<file path="config.mk">
export PLATFORM = sky130hd
export DESIGN_NAME = icacheTop
export DESIGN_NICKNAME = d
export VERILOG_FILES = /design/src/source/icachePkg.sv /design/src/source/fetchIf.sv /design/src/source/fetchRequest.sv /design/src/source/cacheLookup.sv /design/src/source/statsApb.sv /design/src/source/icacheTop.sv
export VERILOG_INCLUDE_DIRS = /design/src /design/src/include
export SDC_FILE = /design/constraint.sdc
export NUM_CORES = 1
export LEC_CHECK = 0
export BUFFER_PORTS_ARGS = -buffer_cell sky130_fd_sc_hd__buf_2
export CAP_MARGIN = 5
export CORE_ASPECT_RATIO = 1.75
export CORE_UTILIZATION = 28
export CTS_CLUSTER_DIAMETER = 100
export DETAILED_ROUTE_END_ITERATION = 8
export HOLD_SLACK_MARGIN = 0.03
export PLACE_DENSITY = 0.53
export SLEW_MARGIN = 15
export SYNTH_ARGS = -nofsm -noshare
export SYNTH_HDL_FRONTEND = slang
export SYNTH_SLANG_ARGS = --single-unit
</file>
<file path="constraint.sdc">
create_clock -name CLK -period 9.8 [get_ports CLK]
set_clock_uncertainty 0.1 [all_clocks]
set_input_delay 1.47 -clock CLK [delete_from_list [all_inputs] [get_ports CLK]]
set_output_delay 1.47 -clock CLK [all_outputs]
set_load 0.01 [all_outputs]
</file>
<file path="src/include/icache_defines.svh">
// Width and reset constants for the instruction cache, included by the package, RTL and testbench
`ifndef ICACHE_DEFINES_SVH
`define ICACHE_DEFINES_SVH

// Fetch byte address width
`define ICACHE_ADDR_BITS 32

// Instruction word width
`define ICACHE_DATA_BITS 32

// Set index width for address bits 3:2
`define ICACHE_SET_BITS 2

// Width of the hit and miss counters
`define ICACHE_CNT_BITS 20

// Nonzero reset value of the replacement LFSR
`define LFSR_SEED 16'hACE1

`endif

</file>
<file path="src/source/icachePkg.sv">
// Shared cache types, imported by the request, lookup and statistics blocks
`default_nettype none

`include "icache_defines.svh"

package icachePkg;

    typedef logic [`ICACHE_ADDR_BITS-1:0] addrT;   // Fetch byte address

    // Tag is everything above the set index and the byte offset
    typedef logic [`ICACHE_ADDR_BITS-`ICACHE_SET_BITS-3:0] tagT;

    typedef logic [`ICACHE_SET_BITS-1:0] setT;     // Address bits 3:2
    typedef logic [`ICACHE_DATA_BITS-1:0] wordT;   // One cache line
    typedef logic [`ICACHE_CNT_BITS-1:0] countT;   // Statistics counter

    // Lookup stage FSM
    typedef enum logic [1:0] {
        idleLookup,   // Compare both ways, answer hits
        missWait,     // Memory read outstanding
        fillRespond   // Write the line, response on the outputs
    } lookupStateT;

endpackage

`default_nettype wire

</file>
<file path="src/source/fetchIf.sv">
// Decoded fetch request passed from the request stage to the lookup stage
`timescale 1ns/100ps
`default_nettype none

interface fetchIf;
    import icachePkg::*;

    logic valid;    // Entry present in the request stage
    setT  setIdx;   // Address bits 3:2
    tagT  tag;      // Address bits 31:4
    logic stall;    // Lookup busy with a miss

    // Request stage side
    modport source (
        output valid,
        output setIdx,
        output tag,
        input  stall
    );

    // Lookup stage side
    modport sink (
        input  valid,
        input  setIdx,
        input  tag,
        output stall
    );

endinterface

`default_nettype wire

</file>
<file path="src/source/fetchRequest.sv">
// Request stage of the fetch pipeline; registers one fetch and holds it while lookup stalls
`timescale 1ns/100ps
`default_nettype none

module fetchRequest (
    input  wire logic            CLK,
    input  wire logic            RESET,
    input  wire logic            fetchValid,
    input  wire icachePkg::addrT fetchAddr,
    output logic                 fetchReady,
    fetchIf.source               req
);
    import icachePkg::*;

    logic readyEn;     // Keeps fetchReady low until the first cycle after reset
    logic entryValid;
    setT  entrySet;
    tagT  entryTag;

    // Take a new request when empty or when the held one moves on
    assign fetchReady = readyEn & (~entryValid | ~req.stall);

    always_ff @(posedge CLK or posedge RESET) begin
        if (RESET) begin
            readyEn    <= 1'b0;
            entryValid <= 1'b0;
        end else begin
            readyEn <= 1'b1;
            if (fetchReady) begin
                entryValid <= fetchValid;   // Load the next request or drain
            end
        end
    end

    // Split the byte address and drop the low two bits
    always_ff @(posedge CLK) begin
        if (fetchReady && fetchValid) begin
            entrySet <= fetchAddr[2 +: $bits(setT)];
            entryTag <= fetchAddr[$bits(addrT)-1 -: $bits(tagT)];
        end
    end

    assign req.valid  = entryValid;
    assign req.setIdx = entrySet;
    assign req.tag    = entryTag;

endmodule

`default_nettype wire

</file>
<file path="src/source/cacheLookup.sv">
// Lookup stage; two-way tag compare, miss handling with memory fill, and fetch responses
`timescale 1ns/100ps
`default_nettype none

`include "icache_defines.svh"

module cacheLookup (
    input  wire logic            CLK,
    input  wire logic            RESET,
    fetchIf.sink                 req,
    output logic                 respValid,
    output logic                 respHit,
    output icachePkg::wordT      respData,
    output logic                 memReq,
    output icachePkg::addrT      memAddr,
    input  wire logic            memValid,
    input  wire icachePkg::wordT memData,
    output logic                 hitPulse,
    output logic                 missPulse
);
    import icachePkg::*;

    localparam int numSets = 1 << $bits(setT);

    lookupStateT state;

    logic lookValid;   // Request registered for compare
    setT  lookSet;
    tagT  lookTag;

    logic wayValid [2][numSets];
    tagT  wayTag   [2][numSets];
    wordT wayData  [2][numSets];

    logic [15:0] lfsr;   // Victim choice when both ways are full

    logic hit0;
    logic hit1;
    logic hitAny;
    logic lookupNow;
    wordT hitData;
    setT  fillSet;
    tagT  fillTag;
    logic fillWay;

    assign req.stall = (state != idleLookup);
    assign lookupNow = lookValid && (state == idleLookup);

    assign hit0    = wayValid[0][lookSet] && (wayTag[0][lookSet] == lookTag);
    assign hit1    = wayValid[1][lookSet] && (wayTag[1][lookSet] == lookTag);
    assign hitAny  = hit0 | hit1;
    assign hitData = hit0 ? wayData[0][lookSet] : wayData[1][lookSet];

    // One pulse per resolved lookup
    assign hitPulse  = lookupNow & hitAny;
    assign missPulse = lookupNow & ~hitAny;

    // The outstanding miss address also names the line to fill
    assign fillSet = memAddr[2 +: $bits(setT)];
    assign fillTag = memAddr[$bits(addrT)-1 -: $bits(tagT)];

    // Invalid ways fill first, starting with way 0
    always_comb begin
        if (!wayValid[0][fillSet]) begin
            fillWay = 1'b0;
        end else if (!wayValid[1][fillSet]) begin
            fillWay = 1'b1;
        end else begin
            fillWay = lfsr[0];
        end
    end

    // Pipeline register refilled only while the FSM is idle
    always_ff @(posedge CLK or posedge RESET) begin
        if (RESET) begin
            lookValid <= 1'b0;
        end else if (state == idleLookup) begin
            lookValid <= req.valid;
        end
    end

    always_ff @(posedge CLK) begin
        if (state == idleLookup && req.valid) begin
            lookSet <= req.setIdx;
            lookTag <= req.tag;
        end
    end

    always_ff @(posedge CLK or posedge RESET) begin
        if (RESET) begin
            state     <= idleLookup;
            respValid <= 1'b0;
            respHit   <= 1'b0;
            memReq    <= 1'b0;
            lfsr      <= `LFSR_SEED;
            for (int w = 0; w < 2; w++) begin
                for (int s = 0; s < numSets; s++) begin
                    wayValid[w][s] <= 1'b0;
                end
            end
        end else begin
            respValid <= 1'b0;   // Single-cycle response
            case (state)
                idleLookup: begin
                    if (lookValid) begin
                        if (hitAny) begin
                            respValid <= 1'b1;
                            respHit   <= 1'b1;
                        end else begin
                            respHit <= 1'b0;
                            memReq  <= 1'b1;
                            state   <= missWait;
                        end
                    end
                end
                missWait: begin
                    if (memValid) begin
                        memReq    <= 1'b0;
                        respValid <= 1'b1;   // Shows up during fillRespond
                        respHit   <= 1'b0;
                        state     <= fillRespond;
                    end
                end
                fillRespond: begin
                    wayValid[fillWay][fillSet] <= 1'b1;
                    lfsr  <= {lfsr[14:0], lfsr[15] ^ lfsr[13] ^ lfsr[12] ^ lfsr[10]};
                    state <= idleLookup;
                end
                default: begin
                    state <= idleLookup;
                end
            endcase
        end
    end

    // Payload path
    always_ff @(posedge CLK) begin
        if (lookupNow && hitAny) begin
            respData <= hitData;
        end
        if (lookupNow && !hitAny) begin
            memAddr <= {lookTag, lookSet, 2'b00};   // Word aligned
        end
        if (state == missWait && memValid) begin
            respData <= memData;
        end
        if (state == fillRespond) begin
            wayTag[fillWay][fillSet]  <= fillTag;
            wayData[fillWay][fillSet] <= respData;   // Still holds the memory word
        end
    end

endmodule

`default_nettype wire

</file>
<file path="src/source/statsApb.sv">
// APB slave exposing the cache hit and miss counters; any write clears both
`timescale 1ns/100ps
`default_nettype none

module statsApb (
    input  wire logic        CLK,
    input  wire logic        RESET,
    input  wire logic        hitPulse,
    input  wire logic        missPulse,
    input  wire logic        PSEL,
    input  wire logic        PENABLE,
    input  wire logic        PWRITE,
    input  wire logic [3:0]  PADDR,
    input  wire logic [31:0] PWDATA,
    output logic      [31:0] PRDATA,
    output logic             PREADY
);
    import icachePkg::*;

    countT hitCount;
    countT missCount;
    logic  apbWrite;

    // Counters stick at all ones
    function automatic countT bumpCount(countT value, logic inc);
        if (inc && value != '1) begin
            return value + 1'b1;
        end
        return value;
    endfunction

    assign apbWrite = PSEL & PENABLE & PWRITE;   // Write in the access phase
    assign PREADY   = 1'b1;                      // No wait states

    always_ff @(posedge CLK or posedge RESET) begin
        if (RESET) begin
            hitCount  <= '0;
            missCount <= '0;
        end else if (apbWrite) begin
            hitCount  <= '0;   // Clear wins over a same-cycle count
            missCount <= '0;
        end else begin
            hitCount  <= bumpCount(hitCount, hitPulse);
            missCount <= bumpCount(missCount, missPulse);
        end
    end

    // Zero padded read mux
    always_comb begin
        PRDATA = '0;
        case (PADDR)
            4'h0: PRDATA = {{($bits(PRDATA) - $bits(countT)){1'b0}}, hitCount};
            4'h4: PRDATA = {{($bits(PRDATA) - $bits(countT)){1'b0}}, missCount};
            default: PRDATA = '0;
        endcase
    end

endmodule

`default_nettype wire

</file>
<file path="src/source/icacheTop.sv">
// Instruction cache top level; request stage, lookup stage and APB statistics on plain ports
`timescale 1ns/100ps
`default_nettype none

module icacheTop (
    input  wire logic            CLK,
    input  wire logic            RESET,
    // Fetch request
    input  wire logic            fetchValid,
    input  wire icachePkg::addrT fetchAddr,
    output wire logic            fetchReady,
    // Fetch response
    output wire logic            respValid,
    output wire icachePkg::wordT respData,
    output wire logic            respHit,
    // External memory
    output wire logic            memReq,
    output wire icachePkg::addrT memAddr,
    input  wire logic            memValid,
    input  wire icachePkg::wordT memData,
    // APB statistics
    input  wire logic            PSEL,
    input  wire logic            PENABLE,
    input  wire logic            PWRITE,
    input  wire logic [3:0]      PADDR,
    input  wire logic [31:0]     PWDATA,
    output wire logic [31:0]     PRDATA,
    output wire logic            PREADY
);

    wire hitPulse;
    wire missPulse;

    fetchIf reqLink ();

    fetchRequest uRequest (
        .CLK        (CLK),
        .RESET      (RESET),
        .fetchValid (fetchValid),
        .fetchAddr  (fetchAddr),
        .fetchReady (fetchReady),
        .req        (reqLink.source)
    );

    cacheLookup uLookup (
        .CLK       (CLK),
        .RESET     (RESET),
        .req       (reqLink.sink),
        .respValid (respValid),
        .respHit   (respHit),
        .respData  (respData),
        .memReq    (memReq),
        .memAddr   (memAddr),
        .memValid  (memValid),
        .memData   (memData),
        .hitPulse  (hitPulse),
        .missPulse (missPulse)
    );

    statsApb uStats (
        .CLK       (CLK),
        .RESET     (RESET),
        .hitPulse  (hitPulse),
        .missPulse (missPulse),
        .PSEL      (PSEL),
        .PENABLE   (PENABLE),
        .PWRITE    (PWRITE),
        .PADDR     (PADDR),
        .PWDATA    (PWDATA),
        .PRDATA    (PRDATA),
        .PREADY    (PREADY)
    );

endmodule

`default_nettype wire

</file>
==> results of run 1 <==
-- path summary, 6_finish.rpt --
path | startpoint | endpoint
worst max-delay path | uLookup.lookSet[1] | uLookup.respData[29]
worst min-delay path | uRequest.req.tag[21] | uLookup.lookTag[21]
worst max register to register | uLookup.lookSet[1] | uLookup.respData[29]
worst min register to register | uRequest.req.tag[21] | uLookup.lookTag[21]
max in group asynchronous | RESET | uStats.missCount[2]
min in group asynchronous | RESET | uStats.missCount[13]
-- metrics by stage --
| stage | hold slack [ps] | power [W] | area [µm²] | instances | util, % |
|---|---|---|---|---|---|
| floorplan | 300 | 0.00474 | 26600 | 1488 | - |
| global placement | 307 | 0.00527 | 28800 | 2797 | 30.6 |
| detailed placement | 305 | 0.00531 | 28800 | 2797 | 30.6 |
| CTS | 319 | 0.00791 | 30900 | 2914 | 32.8 |
| global route | 326 | 0.00812 | 30900 | 2914 | 32.8 |
| finish | 319 | 0.00777 | 30900 | 2915 | 32.8 |
-- per-layer routing --
metal / vias to the layer above / part of all wire, %
li1: 6165 / -
met3: 84 / 5.2
met1: 7233 / 41
met5: - / 0.035
met4: 4 / 2.0
met2: 315 / 52
-- cell families (layout without fill, tap and decap cells) --
kind of cell,after synthesis,in the layout,share of synthesized area (%)
adders and majority gates,2,2,0.0941
and+or+nand+nor,315,315,5.88
other,2,17,0.0282
AOI/OAI and AO/OA,147,147,3.56
xor gates and xnor gates,58,58,1.91
DFF,674,674,74.8
muxes,187,187,11.9
buffers and inverters,89,307,1.86
-- final cells by class --
cell class | instances | area, µm²
clock inverters | 37 | 383
fillers | 8993 | 63200
flip-flops and latches | 674 | 19900
clock buffers | 80 | 1770
diodes | 1 | 2.50
multi-input cells | 725 | 6340
inverters | 8 | 30.0
repair buffers | 182 | 996
well taps | 1208 | 1510
-- registers in the layout (all words and copies together) (netlist names) --
name	count
uRequest.req.valid	1
uLookup.respData	32
uLookup.lookTag	28
uLookup.lfsr	16
uRequest.req.setIdx	2
uRequest.req.tag	28
uLookup.state	2
uLookup.wayValid	8
uLookup.respHit	1
uRequest.readyEn	1
uLookup.respValid	1
uLookup.lookSet	2
uStats.hitCount	20
uStats.missCount	20
uLookup.wayTag	224
uLookup.wayData	256
uLookup.memAddr	30
uLookup.lookValid	1
uLookup.memReq	1
-- power by group through the flow --
stage	sequential, W	clock (W)	combinational (W)
3_5_place_dp	0.00401	0	0.00130
2_1_floorplan	0.00392	0	0.000825
4_1_cts	0.00395	0.00266	0.00130
6_report	0.00394	0.00257	0.00125
5_1_grt	0.00400	0.00275	0.00138
3_3_place_gp	0.00398	0	0.00129
-- cell usage after synthesis, drive strengths merged (12+ instances only) --
cell type | n | share of area [%]
a22o | 21 | 0.69
a21oi | 28 | 0.53
xor2 | 13 | 0.43
and3 | 13 | 0.31
edfxtp | 602 | 68
mux2i | 76 | 2.9
xnor2 | 45 | 1.5
dfrtp | 64 | 6.0
buf | 49 | 1.3
o21ai | 55 | 1.0
nand3 | 33 | 0.62
nand4 | 12 | 0.28
clkbuf | 32 | 0.45
nor2 | 30 | 0.42
mux4 | 102 | 8.6
or3 | 23 | 0.54
nand2b | 14 | 0.33
nand2 | 131 | 1.8
-- critical path, delay by kind of cell, from the launching register on --
kind | cells | cell delay, ps
buf+inv | 3 | 1730
xor+xnor | 1 | 330
simple gates | 5 | 1080
flops | 1 | 950
compound gates | 1 | 890
mux | 1 | 420
==> flow_metrics.env, run 1 <==
export IMPL_ctsResizeCount=0
export IMPL_outcome="finished, final reports clean"
export IMPL_grt_use_met3_pct=3.03
export IMPL_p_sw_w=0.00217
export IMPL_setup_violations=0
export IMPL_synth_cells=1474
export IMPL_synth_edf_count=602
export IMPL_core_area_um2=94100
export IMPL_dr_pass1_iters=4
export IMPL_power_leakage_nw=10.3
export IMPL_hold_class="flop to flop"
export IMPL_die_area_um2=96300
export IMPL_min_path_cells=0
export IMPL_ant_nets=0
export IMPL_maxSlewHeadroom_pct=29.1
export IMPL_cts_tree="yes"
export IMPL_synth_seq_cells=674
export IMPL_grt_max_degree=125
export IMPL_cpMostUsedCell="buf_4"
export IMPL_drive_gt1_share_pct=24.6
export IMPL_p_comb_share_pct=16.1
export IMPL_slew_violations=0
export IMPL_tightestPinTransition_ps=1060
export IMPL_dpl_hpwl_mm=37.1
export IMPL_yosysSeqAreaShare_pct=74.8
export IMPL_syn_area_um2=26600
export IMPL_grt_busiest_layer="met2"
export IMPL_clk_latency_ps=630
export IMPL_critPathMaxStageDelay_ps=950
export IMPL_routed_wl_mm=63.4
export IMPL_die_h_um=410
export IMPL_grt_pass1_vias=14900
export IMPL_postCtsHoldBufs=0
export IMPL_cp_slowest_cell="edfxtp_1"
export IMPL_preCtsSetupSlack_ps=3570
export IMPL_tns_ps=0
export IMPL_layout_common_cells="602 x edfxtp_1, 158 x buf_2, 130 x nand2_1"
export IMPL_p_per_area_nw_per_um2=251
export IMPL_cp_cell_sequence="buf_12 -> mux4_2 -> xnor2_1 -> nand4_1 -> nor4_1 -> and4_2 -> buf_4 -> a41o_2 -> nand2_1 -> nand2_2 -> buf_4"
export IMPL_clockPowerShare_pct=33.1
export IMPL_max_vdd_ir_drop_v=0.000116
export IMPL_syn2layout_area_growth_pct=16.3
export IMPL_swShare_pct=28.0
export IMPL_viasPerCell=4.73
export IMPL_clock_fmax_mhz=162
export IMPL_wl_per_cell_um=21.7
export IMPL_period_minus_slack_ps=6180
export IMPL_path_max_fanout=124
export IMPL_cts_buffer_depth=3
export IMPL_async_flop_share_pct=10.7
export IMPL_timing_hold_violations_final=0
export IMPL_grt_use_total_pct=13.3
export IMPL_routabilityCongestion=0.815
export IMPL_drt_iter0_drc=949
export IMPL_fin_crit_sh_pct=63.1
export IMPL_grt_pass1_wl_mm=95.7
export IMPL_rsz0062_at_grt="false"
export IMPL_endpoint_kind="flop"
export IMPL_use_met1_pct=15.8
export IMPL_start_kind="flop"
export IMPL_cts_root_buf="clkbuf_16"
export IMPL_r2r_slack_ps=3620
export IMPL_post_cts_setup_buffers=0
export IMPL_cts_buffers=67
export IMPL_htree_levels=3
export IMPL_syn_avg_cell_area_um2=18.0
export IMPL_mostFrequentLayoutCell="edfxtp_1"
export IMPL_ys_flop_type="edfxtp_1"
export IMPL_power_frac_seq_pct=50.8
export IMPL_num_vias=13800
export IMPL_drc_errors=0
export IMPL_nets=1767
export IMPL_synth_distinct_cells=57
export IMPL_overflow=0
export IMPL_cell_internal_pwr_w=0.00559
export IMPL_path_class="flop to flop"
export IMPL_initial_core_util_pct=28.2
export IMPL_antenna_found_initial=3
export IMPL_maxCapViolations=0
export IMPL_setup_ws_ps=3620
export IMPL_ff2ff_path_depth=11
export IMPL_cts_clk_slew_worst_paths_ps=60
export IMPL_critPathArrivalTime_ps=6320
export IMPL_grtUsageMet2_pct=23.6
export IMPL_rows=149
export IMPL_synth_warnings=0
export IMPL_numClockSinks=674
export IMPL_io_pins=208
export IMPL_die_w_um=235
export IMPL_crit_required_ps=9940
export IMPL_io_buffers=158
(Power assumes the default switching activity.)
==> run 2: changes to the inputs <==
--- a/config.mk
+++ b/config.mk
@@ -13,7 +13,7 @@
 export CTS_CLUSTER_DIAMETER = 100
 export DETAILED_ROUTE_END_ITERATION = 8
 export HOLD_SLACK_MARGIN = 0.03
-export PLACE_DENSITY = 0.53
+export PLACE_DENSITY = 0.55
 export SLEW_MARGIN = 15
 export SYNTH_ARGS = -nofsm -noshare
 export SYNTH_HDL_FRONTEND = slang
==> constraint.sdc (replaced) <==
create_clock -name CLK -period 5.55 [get_ports CLK]
set_clock_uncertainty 0.1 [all_clocks]
set_input_delay 0.8325 -clock CLK [delete_from_list [all_inputs] [get_ports CLK]]
set_output_delay 0.8325 -clock CLK [all_outputs]
set_load 0.01 [all_outputs]
==> run 2 against run 1 <==
Against the previous run: non-clock buffer count rose by 13; maximum frequency is 35% higher; total power up 79%; routed wire length increased by 2.4%; register-to-register slack got worse by 2600 ps; core utilization rose by 0.27 points; clock-buffer cell count is 2 higher; setup slack worse by 2600 ps; critical path type unchanged; critical endpoint is now uStats.hitCount[18]; largest power group unchanged.
==> flow_metrics.env, run 2 (synthesis gave the netlist of run 1 again) <==
export IMPL_slew_violations=0
export IMPL_io_pins=208
export IMPL_use_met1_pct=15.9
export IMPL_grt_pass1_vias=15000
export IMPL_fin_cells=2932
export IMPL_cell_internal_pwr_w=0.00996
export IMPL_period_minus_slack_ps=4570
export IMPL_grt_use_total_pct=13.7
export IMPL_grt_pass1_wl_mm=97.5
export IMPL_grt_max_degree=62
export IMPL_drt_iter0_drc=908
export IMPL_clockPowerShare_pct=33.6
export IMPL_p_per_area_nw_per_um2=446
export IMPL_cp_num_buf_inv=2
export IMPL_swShare_pct=28.4
export IMPL_grt_use_met3_pct=2.73
export IMPL_rsz0062_at_grt="false"
export IMPL_routed_wl_mm=64.9
export IMPL_num_vias=13900
export IMPL_start_kind="flop"
export IMPL_htree_levels=3
export IMPL_path_max_fanout=44
export IMPL_clock_fmax_mhz=219
export IMPL_syn2layout_area_growth_pct=17.2
export IMPL_rows=149
export IMPL_reg_largest_list="uLookup.wayData: 256 flops, uLookup.wayTag: 224 flops, uLookup.respData: 32 flops"
export IMPL_viasPerCell=4.74
export IMPL_critPathArrivalTime_ps=4990
export IMPL_cp_cell_sequence="buf_4 -> mux4_2 -> xnor2_1 -> o211ai_1 -> nor4_1 -> a41o_2 -> buf_4 -> a31oi_1 -> a211oi_1"
export IMPL_clk_latency_ps=650
export IMPL_endpoint_kind="flop"
export IMPL_maxCapViolations=0
export IMPL_routabilityCongestion=0.782
export IMPL_finalPower_w=0.0139
export IMPL_layout_common_cells="602 x edfxtp_1, 158 x buf_2, 130 x nand2_1"
export IMPL_cts_buffers=68
export IMPL_crit_family="compound AO/OA/AOI/OAI gates"
export IMPL_r2r_start="uLookup.lookSet[0]"
export IMPL_cts_tree="yes"
export IMPL_outcome="finished, final reports clean"
export IMPL_cts_root_buf="clkbuf_16"
export IMPL_timing_hold_violations_final=0
export IMPL_power_frac_seq_pct=50.2
export IMPL_largest_reg_flops=256
export IMPL_die_w_um=235
export IMPL_ant_nets=0
export IMPL_wl_per_cell_um=22.1
export IMPL_dr_pass1_iters=5
export IMPL_r2r_end="uStats.hitCount[18]"
export IMPL_overflow=0
export IMPL_dp_cells=2810
export IMPL_crit_required_ps=5970
export IMPL_grt_busiest_layer="met2"
export IMPL_cp_slowest_cell="edfxtp_1"
export IMPL_antenna_found_initial=0
export IMPL_io_buffers=158
export IMPL_p_sw_w=0.00394
export IMPL_ctsResizeCount=0
export IMPL_nets=1781
export IMPL_max_vdd_ir_drop_v=0.000293
export IMPL_drive_gt1_share_pct=25.2
export IMPL_grtUsageMet2_pct=24.8
export IMPL_hold_class="primary input to asynchronous set/reset pin"
export IMPL_drc_errors=0
export IMPL_die_h_um=410
export IMPL_mostFrequentLayoutCell="edfxtp_1"
export IMPL_core_area_um2=94100
export IMPL_tns_ps=0
export IMPL_r2r_slack_ps=980
export IMPL_post_cts_setup_buffers=0
export IMPL_power_leakage_nw=10.5
export IMPL_top_register="uLookup.wayData"
export IMPL_cpMostUsedCell="buf_4"
export IMPL_setup_violations=0
export IMPL_cts_buffer_depth=3
export IMPL_ff2ff_path_depth=9
export IMPL_path_class="flop to flop"
export IMPL_tightestPinTransition_ps=1040
export IMPL_maxSlewHeadroom_pct=30.8
export IMPL_numClockSinks=674
export IMPL_fin_crit_sh_pct=82.4
export IMPL_fill_cells=8958
export IMPL_p_comb_share_pct=16.2
export IMPL_diodes=0
export IMPL_die_area_um2=96300
export IMPL_dpl_hpwl_mm=39.2
export IMPL_critPathMaxStageDelay_ps=970
export IMPL_cts_clk_slew_worst_paths_ps=60
export IMPL_initial_core_util_pct=28.2
export IMPL_postCtsHoldBufs=0
## run 2: stage by stage
stage	setup slack [ps]	cell area [µm²]	hold WS [ps]	utilization, %
after floorplan	555	26700	300	-
after global placement	991	28900	301	30.7
after detailed placement	942	28900	306	30.7
after CTS	885	31200	160	33.1
after global routing	673	31200	210	33.1
final	979	31200	199	33.1
## run 2: final cells by class
type	instances	area (µm²)	area share, %
Timing Repair Buffer	195	1140	3.67
Inverter	8	30.0	0.0963
Sequential cell	674	19900	63.8
Clock buffer	82	1750	5.63
Multi-Input combinational cell	725	6370	20.4
Tap cell	1208	1510	4.85
Clock inverter	40	479	1.54
## run 2: worst max path at each step
stage / startpoint / to / slack [ps] / cells past startpoint
6_report: uLookup.lookSet[0] / uStats.hitCount[18] / 980 / 9
5_1_grt: uLookup.lookSet[0] / uStats.hitCount[18] / 670 / 9
4_1_cts: uLookup.lookSet[0] / uStats.hitCount[18] / 890 / 9
3_5_place_dp: uLookup.lookSet[0] / uStats.hitCount[18] / 940 / 9
3_3_place_gp: uLookup.lookSet[0] / uLookup.respData[25] / 990 / 9
2_1_floorplan: uLookup.memAddr[3] / uLookup.wayData[0][100] / 560 / 3
## run 2: power by group through the flow
| stage | clock (W) | sequential [W] | combinational [W] |
|---|---|---|---|
| 2_1_floorplan | 0 | 0.00691 | 0.00146 |
| 3_3_place_gp | 0 | 0.00703 | 0.00232 |
| 3_5_place_dp | 0 | 0.00709 | 0.00234 |
| 4_1_cts | 0.00482 | 0.00699 | 0.00235 |
| 5_1_grt | 0.00500 | 0.00706 | 0.00247 |
| 6_report | 0.00467 | 0.00697 | 0.00226 |
## run 2: routing by layer
layer | vias to the layer above | share of wire [%]
met5 | - | 0
met4 | 0 | 2.7
met3 | 112 | 4.4
met2 | 343 | 53
met1 | 7235 | 40
li1 | 6196 | -
